--- config.mk ---
export PLATFORM = sky130hd
export DESIGN_NAME = remainder_signed
export DESIGN_NICKNAME = d
export VERILOG_FILES = /design/src/rem_pkg.sv /design/src/rem_fsm.sv /design/src/rem_step_counter.sv /design/src/rem_divisor_shifter.sv /design/src/rem_accumulator.sv /design/src/remainder_signed.sv
export SDC_FILE = /design/constraint.sdc
export NUM_CORES = 1
export LEC_CHECK = 0
export ABC_AREA = 1
export BUFFER_PORTS_ARGS = -buffer_cell sky130_fd_sc_hd__buf_2
export CAP_MARGIN = 0
export CORE_MARGIN = 5
export CORE_UTILIZATION = 50
export DETAILED_ROUTE_END_ITERATION = 16
export PLACE_DENSITY = 0.8
export SKIP_LAST_GASP = 1
export SLEW_MARGIN = 20
export SYNTH_ARGS = -nofsm -noshare
export SYNTH_HDL_FRONTEND = slang
export SYNTH_SLANG_ARGS = --single-unit
--- constraint.sdc ---
create_clock -name clock -period 2.8 [get_ports clock]
set_clock_uncertainty 0.05 [all_clocks]
set_input_delay 0.84 -clock clock [delete_from_list [all_inputs] [get_ports clock]]
set_output_delay 0.84 -clock clock [all_outputs]
set_load 0.05 [all_outputs]
--- src/rem_pkg.sv ---
//##############################
// shared widths, word types and encodings for the remainder unit
// operands are 8-bit two's complement, datapath runs one bit wider
// changing WORD_WIDTH also needs STEPS_WIDTH to cover WORD_WIDTH_LONG
//##############################

`default_nettype none

package rem_pkg;

    // operand and result width
    localparam int WORD_WIDTH      = 8;

    // one extra bit so that the negated minimum value is representable
    // e.g. -128 / 1 must be able to add +128 to the remainder
    localparam int WORD_WIDTH_LONG = WORD_WIDTH + 1;

    // step counter width, must hold WORD_WIDTH_LONG - 1
    localparam int STEPS_WIDTH     = 4;

    // port-level words
    typedef logic [WORD_WIDTH-1:0]      word_t;

    // internal divisor, increment and remainder
    typedef logic [WORD_WIDTH_LONG-1:0] word_long_t;

    // division step count
    typedef logic [STEPS_WIDTH-1:0]     steps_t;

    // first count of a calculation, counts down to zero
    // one step per bit of the long word
    localparam steps_t STEPS_INITIAL = steps_t'(WORD_WIDTH_LONG - 1);

    // controller states, LOAD -> CALC -> DONE -> LOAD
    typedef enum logic [1:0] {
        STATE_LOAD = 2'b00,
        STATE_CALC = 2'b10,
        STATE_DONE = 2'b11
    } state_t;

    // remainder update direction
    typedef enum logic {
        OP_ADD = 1'b0,
        OP_SUB = 1'b1
    } add_sub_t;

endpackage

`default_nettype wire

--- src/rem_fsm.sv ---
//##############################
// load/calculate/done controller
// one operation in flight, input_ready and output_valid
// depend on the state only, never on the other side's handshake
//##############################

`timescale 1ns/1ns
`default_nettype none

module rem_fsm (
    input  wire  clock,
    input  wire  rst_n,

    input  wire  input_valid,
    output logic input_ready,

    output logic output_valid,
    input  wire  output_ready,

    input  wire  last_step,

    output logic load_inputs,
    output logic calculating
);

    rem_pkg::state_t state;
    rem_pkg::state_t state_next;

    // output transfer, frees the unit for the next operands
    logic read_outputs;

    // state register
    always_ff @(posedge clock or negedge rst_n) begin
        if (!rst_n) begin
            state <= rem_pkg::STATE_LOAD;
        end else begin
            state <= state_next;
        end
    end

    // handshake outputs straight from the state
    // accept when empty, present result when done
    assign input_ready  = (state == rem_pkg::STATE_LOAD);
    assign output_valid = (state == rem_pkg::STATE_DONE);

    // events, the datapath sees these rather than the state
    assign load_inputs  = input_ready && input_valid;
    assign read_outputs = output_valid && output_ready;
    // high for every division step
    assign calculating  = (state == rem_pkg::STATE_CALC);

    // transitions
    always_comb begin
        state_next = state;
        case (state)
            rem_pkg::STATE_LOAD: begin
                if (load_inputs) begin
                    state_next = rem_pkg::STATE_CALC;
                end
            end
            rem_pkg::STATE_CALC: begin
                // leave on the edge that ends the final step
                if (last_step) begin
                    state_next = rem_pkg::STATE_DONE;
                end
            end
            rem_pkg::STATE_DONE: begin
                // hold the result until it is read
                if (read_outputs) begin
                    state_next = rem_pkg::STATE_LOAD;
                end
            end
            default: begin
                state_next = rem_pkg::STATE_LOAD;
            end
        endcase
    end

endmodule

`default_nettype wire

--- src/rem_step_counter.sv ---
//##############################
// division step down-counter
// reloads on every input transfer, stops at zero
// last_step only asserts while calculating
//##############################

`timescale 1ns/1ns
`default_nettype none

module rem_step_counter (
    input  wire  clock,
    input  wire  rst_n,

    input  wire  load_inputs,
    input  wire  calculating,

    output logic last_step
);

    rem_pkg::steps_t step_count;

    // zero means the current step is the final one
    logic count_zero;

    assign count_zero = (step_count == '0);

    // one step per calculating cycle, no stalls
    always_ff @(posedge clock or negedge rst_n) begin
        if (!rst_n) begin
            step_count <= rem_pkg::STEPS_INITIAL;
        end else if (load_inputs) begin
            step_count <= rem_pkg::STEPS_INITIAL;
        end else if (calculating && !count_zero) begin
            step_count <= step_count - 1'b1;
        end
    end

    // ninth calculating cycle after a load
    assign last_step = calculating && count_zero;

endmodule

`default_nettype wire

--- src/rem_divisor_shifter.sv ---
//##############################
// divisor store and remainder increment shift register
// the load does the first shift, so the increment holds the divisor
// scaled by 2^count, valid only once it is representable in 9 bits
// divide_by_zero is sampled from the divisor at load time
//##############################

`timescale 1ns/1ns
`default_nettype none

module rem_divisor_shifter (
    input  wire                       clock,
    input  wire                       rst_n,

    input  wire                       load_inputs,
    input  wire                       calculating,
    input  wire rem_pkg::word_t       divisor,

    output rem_pkg::word_long_t       increment,
    output logic                      increment_valid,
    output logic                      divisor_sign,
    output logic                      divide_by_zero
);

    localparam int MSB = rem_pkg::WORD_WIDTH_LONG - 1;

    // sign-extended input divisor
    rem_pkg::word_long_t divisor_long;

    // divisor bits not yet moved into the increment
    rem_pkg::word_long_t divisor_store;

    // store holds nothing but copies of the sign
    logic store_all_sign;

    assign divisor_long = {divisor[rem_pkg::WORD_WIDTH-1], divisor};

    // divisor sign and zero flag, held until the next load
    always_ff @(posedge clock or negedge rst_n) begin
        if (!rst_n) begin
            divisor_sign   <= 1'b0;
            divide_by_zero <= 1'b0;
        end else if (load_inputs) begin
            divisor_sign   <= divisor_long[MSB];
            divide_by_zero <= (divisor == '0);
        end
    end

    // payload shift registers
    always_ff @(posedge clock) begin
        if (load_inputs) begin
            // arithmetic shift right, lsb goes to the top of the increment
            divisor_store <= {divisor_long[MSB], divisor_long[MSB:1]};
            increment     <= {divisor_long[0], {(rem_pkg::WORD_WIDTH_LONG - 1){1'b0}}};
        end else if (calculating) begin
            // next divisor bit drops into the increment msb
            divisor_store <= {divisor_store[MSB], divisor_store[MSB:1]};
            increment     <= {divisor_store[0], increment[MSB:1]};
        end
    end

    // positive divisor leaves zeros behind, negative leaves ones
    always_comb begin
        if (divisor_sign) begin
            store_all_sign = (divisor_store == '1);
        end else begin
            store_all_sign = (divisor_store == '0);
        end
    end

    // usable once every significant bit has moved over
    // and the increment carries the right sign
    assign increment_valid = store_all_sign && (increment[MSB] == divisor_sign);

endmodule

`default_nettype wire

--- src/rem_accumulator.sv ---
//##############################
// remainder register, driven toward zero one step at a time
// a step is dropped when it would overshoot past zero
// result carries the dividend's sign, as in C truncating division
//##############################

`timescale 1ns/1ns
`default_nettype none

module rem_accumulator (
    input  wire                       clock,
    input  wire                       rst_n,

    input  wire                       load_inputs,
    input  wire                       calculating,
    input  wire rem_pkg::word_t       dividend,

    input  wire rem_pkg::word_long_t  increment,
    input  wire                       increment_valid,
    input  wire                       divisor_sign,

    output rem_pkg::word_t            remainder
);

    localparam int MSB = rem_pkg::WORD_WIDTH_LONG - 1;

    rem_pkg::word_long_t remainder_long;
    logic                dividend_sign;

    rem_pkg::add_sub_t   add_sub;
    // second adder operand, inverted for subtraction
    rem_pkg::word_long_t operand_b;
    rem_pkg::word_long_t remainder_next;
    logic                remainder_overflow;
    logic                remainder_next_ok;

    // same signs move toward zero by subtracting, else by adding
    assign add_sub = (divisor_sign == dividend_sign) ? rem_pkg::OP_SUB : rem_pkg::OP_ADD;

    // one adder, subtract as a + ~b + 1
    always_comb begin
        if (add_sub == rem_pkg::OP_SUB) begin
            operand_b = ~increment;
        end else begin
            operand_b = increment;
        end
        remainder_next = remainder_long + operand_b
                       + rem_pkg::word_long_t'(add_sub == rem_pkg::OP_SUB);
        // signed overflow, like operand signs with a different result sign
        remainder_overflow = (remainder_long[MSB] == operand_b[MSB])
                          && (remainder_next[MSB] != remainder_long[MSB]);
    end

    // keep the step only if it stays on the dividend's side of zero
    assign remainder_next_ok = increment_valid && !remainder_overflow
                            && ((remainder_next[MSB] == dividend_sign)
                                || (remainder_next == '0));

    // remainder starts as the sign-extended dividend
    always_ff @(posedge clock or negedge rst_n) begin
        if (!rst_n) begin
            remainder_long <= '0;
            dividend_sign  <= 1'b0;
        end else if (load_inputs) begin
            remainder_long <= {dividend[rem_pkg::WORD_WIDTH-1], dividend};
            dividend_sign  <= dividend[rem_pkg::WORD_WIDTH-1];
        end else if (calculating && remainder_next_ok) begin
            remainder_long <= remainder_next;
        end
    end

    // magnitude is below the divisor's, so 8 bits always suffice
    assign remainder = remainder_long[rem_pkg::WORD_WIDTH-1:0];

endmodule

`default_nettype wire

--- src/remainder_signed.sv ---
//##############################
// signed 8-bit truncating remainder, ready/valid on both sides
// result valid 9 cycles after the input transfer
// only one operation in flight, a held result blocks new inputs
// divide by zero returns the dividend with divide_by_zero set
//##############################

`timescale 1ns/1ns
`default_nettype none

module remainder_signed (
    input  wire                  clock,
    input  wire                  rst_n,

    // operand side
    input  wire                  input_valid,
    output wire                  input_ready,
    input  wire rem_pkg::word_t  dividend,
    input  wire rem_pkg::word_t  divisor,

    // result side
    output wire                  output_valid,
    input  wire                  output_ready,
    output wire rem_pkg::word_t  remainder,
    output wire                  divide_by_zero
);

    // controller events
    wire load_inputs;
    wire calculating;
    wire last_step;

    // divisor path to remainder path
    wire rem_pkg::word_long_t increment;
    wire                      increment_valid;
    wire                      divisor_sign;

    // states and handshakes
    rem_fsm fsm_i (
        .clock        (clock),
        .rst_n        (rst_n),
        .input_valid  (input_valid),
        .input_ready  (input_ready),
        .output_valid (output_valid),
        .output_ready (output_ready),
        .last_step    (last_step),
        .load_inputs  (load_inputs),
        .calculating  (calculating)
    );

    // counts the 9 division steps
    rem_step_counter step_counter_i (
        .clock       (clock),
        .rst_n       (rst_n),
        .load_inputs (load_inputs),
        .calculating (calculating),
        .last_step   (last_step)
    );

    // increment generation and zero check
    rem_divisor_shifter divisor_shifter_i (
        .clock           (clock),
        .rst_n           (rst_n),
        .load_inputs     (load_inputs),
        .calculating     (calculating),
        .divisor         (divisor),
        .increment       (increment),
        .increment_valid (increment_valid),
        .divisor_sign    (divisor_sign),
        .divide_by_zero  (divide_by_zero)
    );

    // remainder update
    rem_accumulator accumulator_i (
        .clock           (clock),
        .rst_n           (rst_n),
        .load_inputs     (load_inputs),
        .calculating     (calculating),
        .dividend        (dividend),
        .increment       (increment),
        .increment_valid (increment_valid),
        .divisor_sign    (divisor_sign),
        .remainder       (remainder)
    );

endmodule

`default_nettype wire

[After elaboration in Yosys (flattened, before gate mapping)]
Index checks and enable logic that the tools add are counted.
Cells by class
  bitwise operators: 1
  add/subtract/negate cells: 3
  reductions and logical operators: 21
  muxes and demuxes: 15
  equality and inequality tests: 11
Operators with widths (number)
  9-bit 2-to-1 mux: 6
  9-bit zero test: 2
  9-bit by 1-bit adder with 9-bit output: 1
  9-bit adder: 1
  9-bit == test, second input constant: 1
  1-bit logical AND: 9
  9-bit inverter: 1
  8-bit zero test: 1
  4-bit 2-to-1 mux: 2
  8-bit 2-to-1 mux: 1
  2-bit 2-to-1 mux: 3
  2-bit one-hot mux with 3 select lines: 1
  2-bit nonzero test: 3
  1-bit == test: 4
  2-bit == test, second input constant: 2
  4-bit zero test: 1
  2-bit inequality test, second input constant: 2
  4-bit by 1-bit subtractor with 4-bit output, second input constant: 1
  3-bit AND reduction: 1
  1-bit zero test: 2
  2-bit zero test: 1
  1-bit 2-to-1 mux: 2
  2-bit by 1-bit inequality test with 1-bit output, second input constant: 1
  1-bit logical OR: 1
  1-bit inequality test: 1
Word-level totals
  output and inout port bits: 11
  bits in registers: 36
  input bits: 20
  word-level logic and storage cells: 61

[Longest topological paths before layout]
Gate-level depths: netlist (run 1).
  depth after elaboration: 13
  depth in mapped cells: 20
  gate-level depth less buffers: 20

[Modules after synthesis]
Synthesis (run 1) repeated with hierarchy kept, for this count alone.
Unflattened totals
  cell total of the unflattened synthesis: 340
  area total of the unflattened synthesis: 2511.2 um2
By module, submodules not included
  rem_accumulator: cells each 181, area each 1192.4 um2, times used 1, sequential area each 250.2 um2
  rem_divisor_shifter: cells each 107, area each 918.4 um2, times used 1, sequential area each 510.5 um2
  rem_step_counter: cells each 33, area each 276.5 um2, times used 1, sequential area each 101.3 um2
  rem_fsm: cells each 19, area each 123.9 um2, times used 1, sequential area each 50.0 um2

[Least setup slack after synthesis (run 1)]
Ideal clock, no wire load.
  path type: flip-flop to flip-flop
  start: register divisor_shifter_i.divisor_sign
  end: register accumulator_i.remainder_long[0]
  path buffers: 0
  data required time: 2.633 ns
  arrival time: 2.178 ns
  cell stages (with the launch flop): 18
  path slack: 0.455 ns
  period minus slack after synthesis: 2.345 ns
  library setup time: 0.117 ns
  cells stage by stage: dfrtp_1 -> inv_2 -> nand2_2 -> nand2_8 -> xnor2_1 -> fa_1 -> nand3_1 -> nand2_1 -> nand2_1 -> o211ai_1 -> nand3_1 -> nand3_1 -> nand2_1 -> inv_2 -> nand2_4 -> nand2_4 -> nand2_1 -> nand2_1
On the way
  cells in the longest elaborated chain, start to end: 12
  elaborated cells on any way between the ends: 21
  classes of those cells: add/sub (2); eq/ne (5); mux (5); reduce/logical (9)
Ends and longest elaborated chain
  start: declaration: RTL line rem_divisor_shifter.sv:21  | output logic divisor_sign,
  start signal: assignment: RTL line rem_divisor_shifter.sv:44  | divisor_sign <= divisor_long[MSB];
  1-bit == test: RTL line rem_accumulator.sv:38  | assign add_sub = (divisor_sign == dividend_sign) ? rem_pkg::OP_SUB : rem_pkg::OP_ADD;
  1-bit 2-to-1 mux: RTL line rem_accumulator.sv:38
  9-bit 2-to-1 mux: RTL line rem_accumulator.sv:42  | if (add_sub == rem_pkg::OP_SUB) begin
  9-bit adder: RTL line rem_accumulator.sv:47  | remainder_next = remainder_long + operand_b
  9-bit by 1-bit adder with 9-bit output: RTL line rem_accumulator.sv:48  | + rem_pkg::word_long_t'(add_sub == rem_pkg::OP_SUB);
  1-bit inequality test: RTL line rem_accumulator.sv:51  | && (remainder_next[MSB] != remainder_long[MSB]);
  1-bit logical AND: RTL line rem_accumulator.sv:51
  1-bit zero test: RTL line rem_accumulator.sv:55  | assign remainder_next_ok = increment_valid && !remainder_overflow
  1-bit logical AND: RTL line rem_accumulator.sv:55
  1-bit logical AND: RTL line rem_accumulator.sv:56  | && ((remainder_next[MSB] == dividend_sign)
  1-bit logical AND: RTL line rem_accumulator.sv:67  | end else if (calculating && remainder_next_ok) begin
  2-bit nonzero test (no source line)
  end signal: assignment: RTL line rem_accumulator.sv:65  | remainder_long <= {dividend[rem_pkg::WORD_WIDTH-1], dividend};
  end signal: assignment: RTL line rem_accumulator.sv:68  | remainder_long <= remainder_next;
  end: declaration: RTL line rem_accumulator.sv:27  | rem_pkg::word_long_t remainder_long;
Parallel ways exist; a longest one is shown, timed or not. The select of a mux whose other input is x is not followed.
A chain may end at the register's enable or synchronous reset.

[Final worst setup path (run 1)]
  start: register accumulator_i.dividend_sign
  end: register accumulator_i.remainder_long[3]
On the way
  cells in the longest elaborated chain, start to end: 12
  elaborated cells on any way between the ends: 18
  classes of those cells: add/sub (2); eq/ne (4); mux (4); reduce/logical (8)
Ends and longest elaborated chain
  start: declaration: RTL line rem_accumulator.sv:28  | logic dividend_sign;
  start signal: assignment: RTL line rem_accumulator.sv:66  | dividend_sign <= dividend[rem_pkg::WORD_WIDTH-1];
  1-bit == test: RTL line rem_accumulator.sv:38
  1-bit 2-to-1 mux: RTL line rem_accumulator.sv:38
  9-bit 2-to-1 mux: RTL line rem_accumulator.sv:42
  9-bit adder: RTL line rem_accumulator.sv:47
  9-bit by 1-bit adder with 9-bit output: RTL line rem_accumulator.sv:48
  1-bit inequality test: RTL line rem_accumulator.sv:51
  1-bit logical AND: RTL line rem_accumulator.sv:51
  1-bit zero test: RTL line rem_accumulator.sv:55
  1-bit logical AND: RTL line rem_accumulator.sv:55
  1-bit logical AND: RTL line rem_accumulator.sv:56
  1-bit logical AND: RTL line rem_accumulator.sv:67
  2-bit nonzero test (no source line)
Parallel ways exist; a longest one is shown, timed or not. The select of a mux whose other input is x is not followed.

==> results.cfg, run 1 <==
[timing]
max_freq_mhz = 370.5
layout_min_cycle_time_ns = 2.699
min_period_over_period_pct = 96.38
hold_viol = 0
fin_ws_ns = 0.1013
finalMaxSlewViolations = 0
worst_slew_pin_slew_ns = 0.4275
setup_viol = 0
slew_headroom_pct = 71.50

[global_route]
antenna_found_initial = 0
grt_max_degree = 33
grt_remaining_overflow = 0
grt_pass1_vias = 1883
grt_usage_pct = 16.98
grt_pass1_wl_mm = 8.514

[layout]
syn2layout_area_growth_pct = 16.97
final_nets = 372
num_antenna_cells = 0
final_layout_size_suffix_gt1_share_pct = 23.32

[synthesis]
yosys.cell_types.count = 38
async_reset_ff_share_pct = 50.00
synthFlopType = dfrtp_1
synth-seq-cells = 36
synth_top_family_by_area = simple AND/OR/NAND/NOR gates
synth-xor-area-share_pct = 4.826
synth_nets = 334
synth-compound-area-share_pct = 11.17
synthAdderAreaFrac_pct = 5.748
synth_edf_count = 10
ys_seq_area_share_pct = 39.53
syn_area_mm2 = 0.002307
syn-instance-count = 304
syn_avg_cell_area_um2 = 7.590
synth-simple-area-share_pct = 29.88
synth.area.mux_share_pct = 0
synth_warnings = 0

[outcome]
status = complete, no violations

[setup_path]
critical_path_class = reg -> reg
required_ns = 2.93
startpoint_type = register
critical_path.endpoint_type = register
timing.rr.start = accumulator_i.dividend_sign
cp.arrival_ns = 2.83
rrSetupSlack_ns = 0.10
timing.rr.end = accumulator_i.remainder_long[3]
cp_max_fo = 5
r2r_cells = 16

[cts]
cts-htree-levels = 2
clock_sinks = 36
clkTransAtPathRegs_ns = 0.07
clkLatencyLatePin_ns = 0.29
clk_path_buf_depth = 2
cts_tree = built
clock-root-buffer = clkbuf_8
cts_buffers = 5

[die]
dieArea_mm2 = 0.006073
dieWidth_um = 77.93
initial_utilization_pct = 52.27
chipHeight_um = 77.93
io_pins = 31
coreArea_mm2 = 0.004414
fp-row-count = 24

[drt]
num_vias = 2090
drc_errors = 0
ant_nets = 0
wirelength_mm = 5.393
first_iter_violations = 133
detail_route.first_pass.iterations = 4
wire_per_inst_um = 13.65
vias_per_cell = 5.291

[placed_design]
dp_hpwl_mm = 3.765
portBuffers = 30
gp_congestion = 0.8793
pre_cts_ws_ns = 0.1429

[flow_run]
drv_cap = 0

[worst_hold_path]
min_path_type = in -> async
layout make-up:
cell class | instances | area, um^2
clock buffers | 6 | 72.57
clock inverters | 2 | 35.03
fillers | 389 | 1715
inverters | 31 | 116.4
multi-input cells | 225 | 1249
flip-flops and latches | 36 | 913.4
well taps | 52 | 65.06
repair buffers | 43 | 247.7
worst max-delay path, cell delays in order, from the launching register on:
cell	delay, ns
dfrtp_1	0.44
buf_4	0.16
nand2_1	0.05
nand3_1	0.09
and2_1	0.18
fa_2	0.38
xnor2_1	0.26
nand3b_1	0.13
nor2_1	0.13
nand2_1	0.06
nor2_1	0.08
nand3_1	0.09
nand2_2	0.12
nand2_4	0.09
buf_4	0.15
nand3_1	0.06
nand2_1	0.06
registers in the layout (all words and copies together), names as in the netlist:
signal and flops:
divisor_shifter_i.divide_by_zero 1, accumulator_i.remainder_long 9, divisor_shifter_i.divisor_store 9, accumulator_i.dividend_sign 1
divisor_shifter_i.increment 9, divisor_shifter_i.divisor_sign 1, step_counter_i.step_count 4, fsm_i.state 2
stage by stage:
| stage | util [%] | area [um^2] | TNS (ns) | std cells | hold WS, ns |
|---|---|---|---|---|---|
| after floorplan | - | 2307 | 0 | 304 | 0.4059 |
| after global placement | 55.50 | 2450 | 0 | 374 | 0.4118 |
| after detailed placement | 55.50 | 2450 | 0 | 374 | 0.4185 |
| after CTS | 57.94 | 2557 | 0 | 382 | 0.4365 |
| after global routing | 61.14 | 2699 | -0.6412 | 395 | 0.4542 |
| final | 61.14 | 2699 | 0 | 395 | 0.4288 |
layout by cell type (no fill, tap or decap), drive strengths merged:
cell    instances
nand2          96
buf            43
inv            29
nor2           26
o21ai          25
nand3          25
dfrtp          17
edfxtp         10
a21oi          10
ha              9
dfxtp           8
xnor2           8
clkbuf          6
nand4           4
a31oi           3
clkinv          3
xor2            3
nand3b          2
o22ai           2
nor4            2
or2             1
and2            1
a22o            1
o21bai          1
a21boi          1
o211ai          1
nor3            1
o31ai           1
o31a            1
fa              1
bufinv          1
dfstp           1
how the worst max path moves through the flow:
stage	to	depth (start not counted)	slack [ns]	from
floorplan	accumulator_i.remainder_long[0]	17	0.46	divisor_shifter_i.divisor_sign
global placement	accumulator_i.remainder_long[0]	18	0.11	divisor_shifter_i.divisor_sign
detailed placement	accumulator_i.remainder_long[0]	18	0.14	divisor_shifter_i.divisor_sign
CTS	accumulator_i.remainder_long[5]	18	0.11	divisor_shifter_i.divisor_sign
global route	accumulator_i.remainder_long[3]	18	-0.08	accumulator_i.dividend_sign
finish	accumulator_i.remainder_long[3]	16	0.10	accumulator_i.dividend_sign
repair_timing:
item,4_1_cts,5_1_grt
hold buffers,0,0
setup buffers,0,11
gates resized for setup,0,13
endpoints found under the setup margin,0,9
logic make-up after synthesis:
family | count (synthesis)
adder cells (fa/ha/maj) | 10
XOR/XNOR | 11
buffers and inverters | 45
AO/OA/AOI/OAI | 46
AND/OR/NAND/NOR | 156
flip-flops | 36
per-layer routing:
| metal | track usage [%] | part of all wire [%] | vias to the layer above |
|---|---|---|---|
| met5 | 0 | 0 | - |
| met4 | 4.392 | 1.3 | 0 |
| met3 | 3.819 | 6.0 | 10 |
| met2 | 28.21 | 50 | 54 |
| met1 | 22.37 | 43 | 961 |
| li1 | - | - | 1065 |
synthesized netlist by cell type, types with 8 or more instances:
cell type / count / share of area (%)
ha_1: 9 / 4.9
edfxtp_1: 10 / 13
nor2_1: 26 / 4.2
nand3_1: 25 / 5.4
buf_4: 9 / 2.9
nand2_1: 86 / 14
inv_1: 24 / 3.9
a21oi_1: 9 / 2.0
xnor2_1: 8 / 3.0
dfrtp_1: 17 / 18
dfxtp_1: 8 / 6.9
o21ai_0: 25 / 5.4
Power of run 1 is left out: the tool's default activity adds up to more than one toggle a clock period on the data nets, which glitch-free logic cannot reach.
==> run 2: changes to the inputs <==
==> constraint.sdc (replaced) <==
create_clock -name clock -period 2.6 [get_ports clock]
set_clock_uncertainty 0.05 [all_clocks]
set_input_delay 0.78 -clock clock [delete_from_list [all_inputs] [get_ports clock]]
set_output_delay 0.78 -clock clock [all_outputs]
set_load 0.05 [all_outputs]
==> run 2 against run 1 <==
The run now ends with negative setup slack left. Global-route usage is 1.5 points higher. Register-to-register slack worse by 0.16 ns. Critical path type unchanged. Critical path depth is 2 higher. Worst hold slack worse by 0.067 ns. Count of clock-buffer cells in the layout stayed put. Critical endpoint is now accumulator_i.remainder_long[0]. Non-clock buffer count is 6 higher. First-iteration DRC count is 42% higher. Highest routed layer unchanged. Final area is 8.7% higher. Utilization is 5.3 points higher. Cell count is 1.5% higher. Setup slack worse by 0.16 ns. Largest cell class unchanged.
==> results.cfg, run 2 (synthesis results as in run 1) <==
[timing]
holdWs_ns = 0.3614
fin_ws_ns = -0.06275
layout_min_cycle_time_ns = 2.663
hold_viol = 0
finalMaxSlewViolations = 0
min_period_over_period_pct = 102.4
setup_viol = 9
rsz0062_at_grt = true
max_freq_mhz = 375.6
worst_slew_pin_slew_ns = 0.4352
slew_headroom_pct = 70.99

[setup_path]
cp_max_fo = 8
critical_path.endpoint_type = register
startpoint_type = register
cp_cell_sequence = inv_2, nand2_4, nand2_8, xnor2_2, ha_4, nand2_1, nand2_2, inv_2, nand2_2, buf_4, a21oi_2, nand2_2, a21oi_2, nand2_2, nand2_4, nand2_4, nand2_2, nand2_1
rrSetupSlack_ns = -0.06
required_ns = 2.74
cp.arrival_ns = 2.80
cp_common_cell = nand2_2
critical_path_class = reg -> reg
crit_path_max_incr_delay_ns = 0.45
slowest_stage = dfrtp_2

[drt]
wire_per_inst_um = 15.38
detail_route.first_pass.iterations = 5
first_iter_violations = 189
ant_nets = 0
drc_errors = 0
num_vias = 2249
vias_per_cell = 5.608
wirelength_mm = 6.167

[outcome]
status = complete, but fails checks
violations = negative setup slack

[layout]
top_regs = accumulator_i.remainder_long x9, divisor_shifter_i.divisor_store x9, divisor_shifter_i.increment x9
syn2layout_area_growth_pct = 27.11
num_antenna_cells = 0
final_layout_size_suffix_gt1_share_pct = 34.38
post-route-util_pct = 66.44
final_common_cell = nand2_1
fillers = 317
final_nets = 378
stdcell_area_mm2 = 0.002933
final_cell_mix = 68 x nand2_1, 30 x buf_2, 25 x o21ai_0, 24 x inv_1, 24 x nor2_1

[die]
initial_utilization_pct = 52.27
fp-row-count = 24
dieArea_mm2 = 0.006073
coreArea_mm2 = 0.004414
dieWidth_um = 77.93
io_pins = 31
chipHeight_um = 77.93

[cts]
postCtsHoldBufs = 0
cts_tree = built
cts_buffers = 5
clock-root-buffer = clkbuf_8
clk_path_buf_depth = 2
clock_sinks = 36
clkTransAtPathRegs_ns = 0.07
cts-htree-levels = 2
clkLatencyLatePin_ns = 0.30

[global_route]
grt_max_degree = 29
grt_pass1_wl_mm = 9.142
antenna_found_initial = 0
grt_usage_pct = 18.53
grt_remaining_overflow = 0
grt_pass1_vias = 2061

[placed_design]
gp_congestion = 0.8904
portBuffers = 30
placed_area_mm2 = 0.002480
dp_hpwl_mm = 4.036

[flow_run]
drv_cap = 0

[worst_hold_path]
min_path_type = in -> async
run 2: changes by cell type in the layout (fill, tap and decap cells not counted), moves of 2 or more:
cell,change
nand2_1,-14
ha_1,-4
nand2_2,+13
nand3_2,+3
xnor2_1,-6
nand3_1,-3
buf_4,+5
ha_4,+4
a21oi_1,-2
xnor2_2,+6
run 2: worst max-delay path, delay by kind of cell, from the launching register on:
kind	cells	cell delay, ns
buf+inv	3	0.32
flops	1	0.45
xor+xnor	1	0.15
compound gates	2	0.31
simple gates	11	1.00
fa+ha+maj	1	0.25
run 2: per-stage QoR:
step	instances	setup TNS [ns]	setup slack (ns)
floorplan	304	0	0.2553
finish	401	-0.4125	-0.06275
detailed placement	378	-0.6924	-0.08536
global placement	378	-0.2626	-0.05096
global route	401	-1.688	-0.2081
CTS	390	0	0.000009992
run 2: per-layer routing:
layer / wire length (um) / vias up / GRT usage (%)
met5: 0 / - / 0
met4: 258 / 0 / 9.291
met3: 349 / 25 / 4.282
met2: 3059 / 101 / 30.63
met1: 2499 / 1050 / 22.51
li1: - / 1073 / -
run 2: repair_timing:
action                     CTS  global route
resized for setup            5            50
setup endpoints to repair    9             9
setup buffers                3            10
pin swaps                    4            25
gates cloned                 1             1
run 2: cell type report:
cell class / instances / area (um^2) / share of cell area [%]
well taps: 52 / 65.06 / 2.218
multi-input cells: 225 / 1431 / 48.81
clock buffers: 6 / 72.57 / 2.474
repair buffers: 49 / 296.5 / 10.11
inverters: 31 / 116.4 / 3.968
clock inverters: 2 / 35.03 / 1.195
flip-flops and latches: 36 / 915.9 / 31.23
run 2: path summary, 6_finish.rpt:
| path | startpoint | endpoint | cells after the start |
|---|---|---|---|
| max | divisor_shifter_i.divisor_sign | accumulator_i.remainder_long[0] | 18 |
| min | rst_n | divisor_shifter_i.divide_by_zero | 1 |
| max reg2reg | divisor_shifter_i.divisor_sign | accumulator_i.remainder_long[0] | 18 |
| max in group asynchronous | rst_n | divisor_shifter_i.divisor_sign | 1 |
| min reg2reg | divisor_shifter_i.divide_by_zero | divisor_shifter_i.divide_by_zero | 2 |
| min in group clock | divisor_shifter_i.divide_by_zero | divisor_shifter_i.divide_by_zero | 2 |
Power of run 2 is left out for the same reason.
